## config.mk

```make
export PLATFORM = sky130hd
export DESIGN_NAME = approxMultiplier
export DESIGN_NICKNAME = d
export VERILOG_FILES = /design/src/source/approxCfgPkg.sv /design/src/source/multTypesPkg.sv /design/src/source/approxMultiplier.sv /design/src/source/carrySaveRow.sv /design/src/source/finalStage.sv /design/src/source/operandStage.sv /design/src/source/ppArray.sv
export SDC_FILE = /design/constraint.sdc
export NUM_CORES = 1
export LEC_CHECK = 0
export ABC_AREA = 1
export BUFFER_PORTS_ARGS = -buffer_cell sky130_fd_sc_hd__buf_2
export CELL_PAD_IN_SITES_DETAIL_PLACEMENT = 2
export CELL_PAD_IN_SITES_GLOBAL_PLACEMENT = 2
export CORE_MARGIN = 3
export CORE_UTILIZATION = 38
export DETAILED_ROUTE_END_ITERATION = 10
export GPL_ROUTABILITY_DRIVEN = 0
export PLACE_DENSITY = 0.9
export SYNTH_ARGS = -nofsm -noshare
export SYNTH_HDL_FRONTEND = slang
export SYNTH_SLANG_ARGS = --single-unit
```

## constraint.sdc

```tcl
create_clock -name clk -period 14.5 [get_ports clk]
set_input_delay 4.35 -clock clk [delete_from_list [all_inputs] [get_ports clk]]
set_output_delay 4.35 -clock clk [all_outputs]
set_load 0.02 [all_outputs]
```

## src/source/approxCfgPkg.sv

```systemverilog
`default_nettype none

package approxCfgPkg;

    localparam int dropRows = 1; // low multiplier rows left out
    localparam int dropCols = 2; // columns below this weight left out

    // first kept bit position inside a row, so that row + col reaches dropCols
    function automatic int firstKeptCol(input int row);
        return (row >= dropCols) ? 0 : dropCols - row;
    endfunction

    // keep rule for partial product a[col] & b[row]
    function automatic bit keepBit(input int row, input int col);
        return (row >= dropRows) && (col >= firstKeptCol(row));
    endfunction

endpackage

`default_nettype wire

```

## src/source/multTypesPkg.sv

```systemverilog
`default_nettype none

package multTypesPkg;

    localparam int operandWidth = 16;

    typedef logic [operandWidth-1:0]   operand_t;
    typedef logic [2*operandWidth-1:0] product_t;
    typedef logic [operandWidth-1:0]   rowSum_t;
    typedef logic [operandWidth-2:0]   rowCarry_t; // no carry out of the top column

    typedef struct packed
    {
        operand_t a; // multiplicand, the larger one
        operand_t b; // multiplier
    } operandPair_t;

    // running state handed from one array row to the next
    typedef struct packed
    {
        rowSum_t   sum;
        rowCarry_t carry; // carry[m] weighs one column above sum[m]
    } rowState_t;

endpackage

`default_nettype wire

```

## src/source/approxMultiplier.sv

```systemverilog
`timescale 1ns/1ps
`default_nettype none

module approxMultiplier
    import multTypesPkg::*;
(
    input  logic     clk,
    input  logic     rstN,
    input  logic     inValid,
    input  operand_t opA,
    input  operand_t opB,
    output logic     outValid,
    output product_t product
);

    operandPair_t sortedPair;
    logic         pairValid;
    rowState_t    lastRow;
    rowSum_t      lowBits;

    operandStage u_operandStage (
        .clk        (clk),
        .rstN       (rstN),
        .inValid    (inValid),
        .opA        (opA),
        .opB        (opB),
        .sortedPair (sortedPair),
        .pairValid  (pairValid)
    );

    // combinational, between the two registers
    ppArray u_ppArray (
        .pair    (sortedPair),
        .lastRow (lastRow),
        .lowBits (lowBits)
    );

    finalStage u_finalStage (
        .clk       (clk),
        .rstN      (rstN),
        .pairValid (pairValid),
        .lastRow   (lastRow),
        .lowBits   (lowBits),
        .product   (product),
        .outValid  (outValid)
    );

endmodule

`default_nettype wire

```

## src/source/carrySaveRow.sv

```systemverilog
`timescale 1ns/1ps
`default_nettype none

module carrySaveRow
    import multTypesPkg::*, approxCfgPkg::*;
#(
    parameter int rowIndex = 1
)
(
    input  operand_t  a,
    input  logic      bBit,
    input  rowState_t rowIn,
    output rowState_t rowOut,
    output logic      lowBit
);

    logic [operandWidth-1:0] pp;
    rowSum_t                 sumNext;
    rowCarry_t               carryNext;

    genvar j;
    generate
        for (j = 0; j < operandWidth; j++)
        begin : genGate
            if (keepBit(rowIndex, j))
            begin : genKeep
                assign pp[j] = a[j] & bBit;
            end
            else
            begin : genDrop
                assign pp[j] = 1'b0; // omitted partial product
            end
        end
    endgenerate

    genvar m;
    generate
        for (m = 0; m < operandWidth-1; m++)
        begin : genCell
            logic x;
            logic y;
            logic z;

            assign x = pp[m];
            assign y = rowIn.carry[m];
            assign z = rowIn.sum[m+1]; // previous sum shifted down one column

            assign sumNext[m]   = x ^ y ^ z;
            assign carryNext[m] = (x & y) | (x & z) | (y & z);
        end
    endgenerate

    // nothing else lands in the top column of a row
    assign sumNext[operandWidth-1] = pp[operandWidth-1];

    assign rowOut.sum   = sumNext;
    assign rowOut.carry = carryNext;
    assign lowBit       = sumNext[0]; // this column is final

endmodule

`default_nettype wire

```

## src/source/finalStage.sv

```systemverilog
`timescale 1ns/1ps
`default_nettype none

module finalStage
    import multTypesPkg::*;
(
    input  logic      clk,
    input  logic      rstN,
    input  logic      pairValid,
    input  rowState_t lastRow,
    input  rowSum_t   lowBits,
    output product_t  product,
    output logic      outValid
);

    rowSum_t  upper;
    logic     rippleCarry;
    product_t productNext;

    // ripple add of the last carry vector into the shifted last sum
    always_comb
    begin
        rippleCarry = 1'b0;
        for (int m = 0; m < operandWidth-1; m++)
        begin
            upper[m]    = lastRow.carry[m] ^ lastRow.sum[m+1] ^ rippleCarry;
            rippleCarry = (lastRow.carry[m] & lastRow.sum[m+1])
                        | (lastRow.carry[m] & rippleCarry)
                        | (lastRow.sum[m+1] & rippleCarry);
        end
        upper[operandWidth-1] = rippleCarry; // top product bit
    end

    assign productNext = {upper, lowBits};

    always_ff @(posedge clk or negedge rstN)
    begin
        if (!rstN)
        begin
            product  <= '0;
            outValid <= 1'b0;
        end
        else
        begin
            outValid <= pairValid;
            if (pairValid)
            begin
                product <= productNext;
            end
        end
    end

endmodule

`default_nettype wire

```

## src/source/operandStage.sv

```systemverilog
`timescale 1ns/1ps
`default_nettype none

module operandStage
    import multTypesPkg::*;
(
    input  logic         clk,
    input  logic         rstN,
    input  logic         inValid,
    input  operand_t     opA,
    input  operand_t     opB,
    output operandPair_t sortedPair,
    output logic         pairValid
);

    logic         aIsLarger;
    operandPair_t orderedPair;

    assign aIsLarger = (opA >= opB); // ties keep the given order

    always_comb
    begin
        if (aIsLarger)
        begin
            orderedPair.a = opA;
            orderedPair.b = opB;
        end
        else
        begin
            orderedPair.a = opB;
            orderedPair.b = opA;
        end
    end

    always_ff @(posedge clk or negedge rstN)
    begin
        if (!rstN)
        begin
            sortedPair <= '0;
            pairValid  <= 1'b0;
        end
        else
        begin
            pairValid <= inValid;
            if (inValid)
            begin
                sortedPair <= orderedPair; // hold the last pair otherwise
            end
        end
    end

endmodule

`default_nettype wire

```

## src/source/ppArray.sv

```systemverilog
`timescale 1ns/1ps
`default_nettype none

module ppArray
    import multTypesPkg::*, approxCfgPkg::*;
(
    input  operandPair_t pair,
    output rowState_t    lastRow,
    output rowSum_t      lowBits
);

    rowState_t               chain [operandWidth];
    logic [operandWidth-1:0] row0Pp;
    rowSum_t                 retired;

    genvar j;
    generate
        for (j = 0; j < operandWidth; j++)
        begin : genRow0
            if (keepBit(0, j))
            begin : genKeep
                assign row0Pp[j] = pair.a[j] & pair.b[0];
            end
            else
            begin : genDrop
                assign row0Pp[j] = 1'b0;
            end
        end
    endgenerate

    // row 0 has only partial products, no carries yet
    assign chain[0].sum   = row0Pp;
    assign chain[0].carry = '0;
    assign retired[0]     = row0Pp[0];

    genvar i;
    generate
        for (i = 1; i < operandWidth; i++)
        begin : genRow
            carrySaveRow #(
                .rowIndex (i)
            ) u_carrySaveRow (
                .a      (pair.a),
                .bBit   (pair.b[i]),
                .rowIn  (chain[i-1]),
                .rowOut (chain[i]),
                .lowBit (retired[i])
            );
        end
    endgenerate

    assign lastRow = chain[operandWidth-1];
    assign lowBits = retired;

endmodule

`default_nettype wire

```

==> metrics list <==
- For this run, the post-layout net count is 1488.
- After detailed routing, the number of vias per cell comes to between 4 and 5.
- The floorplan step defined a die boundary enclosing roughly 28000 um2.
- In this run the number of cells on the critical path is 39.
- Relative to the synthesized area, the layout overhead comes to 7.03%.
- Kind of end point of the critical path: flop
* CP Data Required Time: about 15 ns
* Worst slew margin: 26.1%
- Setup repair after global routing left no endpoint under its margin.
* Via Count: between 7000 and 8000
- The first routing iteration left 341 violations.
- TritonCTS built the clock tree.
* Sequential cell area fraction in the yosys report: ~16%
* Number of instances resized during post-cts repair: 0
- Actual slew at the worst max-slew pin: around 1.1 ns
- First-pass iteration count of the detailed router: 4
- Clock latency of the later-clocked register in the worst-skew pair: between 0.3 and 0.4 ns
- Area share of the leading cell type in the synthesized netlist: roughly 43%
* Fillcell total: 2935
* Starting Density: between 30% and 40%
- Run status: finished, final reports clean
* Wire length of the first global-routing pass: 52000 um
* Remaining antenna violation count: 0
* Unique cell type count in the Yosys netlist: 23
* Type of the worst setup path: flop to flop
- Number of max-cap violations: 0
- Total wirelength of the detailed-routed design: 32700 um
- After technology mapping, the gate count stands at 1215.
- Timing would allow up to approximately 0.072 GHz.
- Stage delay of the slowest cell on the critical path: between 0.7 and 0.8 ns
- The number of hold buffers added after CTS was 0.
- After floorplanning, the core was divided into slightly below 60 placement rows.
- The largest total area in the synthesized netlist belongs to sky130_fd_sc_hd__fa_1.
- Clock tree synthesis found a total of 63 sinks.
- Critical path buffer and inverter count: 7
- Clock tree synthesis selected as its root buffer the cell sky130_fd_sc_hd__clkbuf_16.
* Worst Setup Start Kind: flop
* Final Hold Violating Endpoints: 0
- No sink is reached through more buffers than the 2 on the longest clock path.
* Die height: roughly 170 um
- Ranked by total cell area, the synthesized netlist is headed by sky130_fd_sc_hd__fa_1 (43%), sky130_fd_sc_hd__dfrtp_1 (16%), sky130_fd_sc_hd__nand2_1 (15%).
* Total grt overflow: 0
* Highest-delay cell along the critical path: sky130_fd_sc_hd__dfrtp_1
* Arrival time at the worst endpoint: 14.19 ns
* Post-DP HPWL: approximately 27000 um
* Largest net degree at the start of global routing: 64
- Pin placement for this block handled about 70 I/O pins.
- For this run, the number of Yosys warnings is 0.
- Final critical delay including setup and external delays: roughly 14 ns
* Register-to-Register Path Depth: 39
- Across every metal layer, demand over resource in global routing totals between 20% and 30%.
- The worst path uses 96.2% of the clock period.
- Final total negative setup slack: 0 ns
- Buffers placed on the I/O ports in this run total 65.
- Antenna diode count: 0
- Final-report setup violation count: 0
* Mean area per synthesized cell: 8.09 um2
- Layout cells sized above 1: a little under a tenth
- Cell area after synthesis: between 9000 and 10000 um2
- In this run the horizontal extent of the chip is between 150 and 200 um.
- Instance count along the most critical hold path: 2
- The number of antenna violations at the first check in global routing is 0.
- The number of pins exceeding their max-slew limit in the final report came to 0.
- The clock tree synthesis step divided the H-tree into 3 levels.
- Count of state elements after synthesis: 63
* CP Max Fanout: 16
- Kind of cell adding the most delay to the critical path: adder cells
- DRC viols: 0
- Most common cell on crit path: sky130_fd_sc_hd__fa_1
- Clock slew seen by the registers of the worst setup and hold paths: ~0.07 ns
- The number of global-route vias before repair came to between 9000 and 10000.
- In this run the standard cell core region covers 25300 um2.
- CTS buffer count: 9
* Total setup buffers inserted after CTS: 0
- Layout Skew: between 0.015 and 0.02 ns
- Dividing the detail-routed wire length by the instance count gives 21.1 um.
- The worst hold path belongs to the class flop to flop.
cells in the final DEF, fill, tap and decap left out, drive strengths merged:
cell type,Yosys,routed
nand2,411,411
inv,322,323
fa,209,209
buf,16,69
dfrtp,63,63
nand3,62,62
ha,32,32
o21ai,16,16
clkbuf,68,10
a21oi,7,7
nor2,4,4
clkinvlp,0,3
clkinv,1,3
conb,1,2
o21a,1,1
nand4,1,1
nor3,1,1
synth_stat cells:
cell and n:
sky130_fd_sc_hd__nand2_1 388, sky130_fd_sc_hd__inv_1 322, sky130_fd_sc_hd__fa_1 209, sky130_fd_sc_hd__clkbuf_1 68, sky130_fd_sc_hd__dfrtp_1 63, sky130_fd_sc_hd__nand3_1 62
sky130_fd_sc_hd__ha_1 32, sky130_fd_sc_hd__nand2_2 21, sky130_fd_sc_hd__o21ai_0 14, sky130_fd_sc_hd__buf_2 7, sky130_fd_sc_hd__a21oi_1 6, sky130_fd_sc_hd__buf_4 5
sky130_fd_sc_hd__nor2_1 4, sky130_fd_sc_hd__buf_6 3, sky130_fd_sc_hd__nand2_4 2, sky130_fd_sc_hd__o21ai_1 2, sky130_fd_sc_hd__a21oi_4 1, sky130_fd_sc_hd__buf_1 1
sky130_fd_sc_hd__clkinv_1 1, sky130_fd_sc_hd__conb_1 1, sky130_fd_sc_hd__nand4_1 1, sky130_fd_sc_hd__nor3_2 1, sky130_fd_sc_hd__o21a_1 1
sequential cells by signal, summed over array words and instances (netlist names):
signal	count
u_finalStage.product	30
u_finalStage.outValid	1
u_operandStage.sortedPair	31
u_operandStage.pairValid	1
logic make-up after synthesis:
| group | count (synthesis) | synth area share (%) |
|---|---|---|
| compound gates | 24 | 1.36 |
| fa+ha+maj | 241 | 46.6 |
| simple gates | 479 | 19.9 |
| flops | 63 | 16.0 |
| buf+inv | 407 | 16.1 |
| other cells | 1 | 0.0382 |
through the flow:
stage | setup slack (ns) | util [%] | std cells | hold WS [ns] | cell area [um2]
2_1_floorplan | 1.66 | - | 1216 | 0.349 | 9830
3_3_place_gp | 1.51 | 40.4 | 1531 | 0.450 | 10200
3_5_place_dp | 0.562 | 40.4 | 1531 | 0.458 | 10200
4_1_cts | 0.532 | 41.5 | 1547 | 0.473 | 10500
5_1_grt | 0.0623 | 41.5 | 1547 | 0.504 | 10500
6_report | 0.550 | 41.5 | 1547 | 0.466 | 10500
layout make-up:
class                           instances  area (um2)  share of cell area [%]
Clock buffer                           10         239                    2.27
Sequential cell                        63        1580                    15.0
Clock inverter                          6        45.0                   0.428
Multi-Input combinational cell        746        6680                    63.5
Timing Repair Buffer                   69         355                    3.38
Inverter                              323        1210                    11.5
Tap cell                              330         413                    3.93
worst register-to-register path, delay by kind of cell (launching register included):
family / cells / cell delay [ns]
adder cells (fa/ha/maj): 29 / 12.30
buffers and inverters: 7 / 0.52
flip-flops: 1 / 0.76
AND/OR/NAND/NOR: 3 / 0.28
layer usage:
metal | vias up | GRT usage, % | part of all wire (%)
met2 | 190 | 47.6 | 57
li1 | 3361 | - | -
met1 | 4054 | 24.9 | 35
met4 | 0 | 13.6 | 6.2
met5 | - | 0 | 0
met3 | 106 | 3.01 | 2.6
path summary, 6_finish.rpt:
check                      slack [ns]                       endpoint                    startpoint
setup / recovery                 0.55       u_finalStage.product[30]  u_operandStage.sortedPair[1]
hold / removal                   0.47        u_finalStage.product[2]       u_finalStage.product[2]
setup reg to reg                 0.55       u_finalStage.product[30]  u_operandStage.sortedPair[1]
hold reg to reg                  0.47        u_finalStage.product[2]       u_finalStage.product[2]
max in group asynchronous        9.74  u_operandStage.sortedPair[24]                          rstN
min in group asynchronous        4.16       u_finalStage.product[20]                          rstN
Power is not shown: default switching activity piles up to over one toggle a cycle in this logic, so the estimate is an artifact.
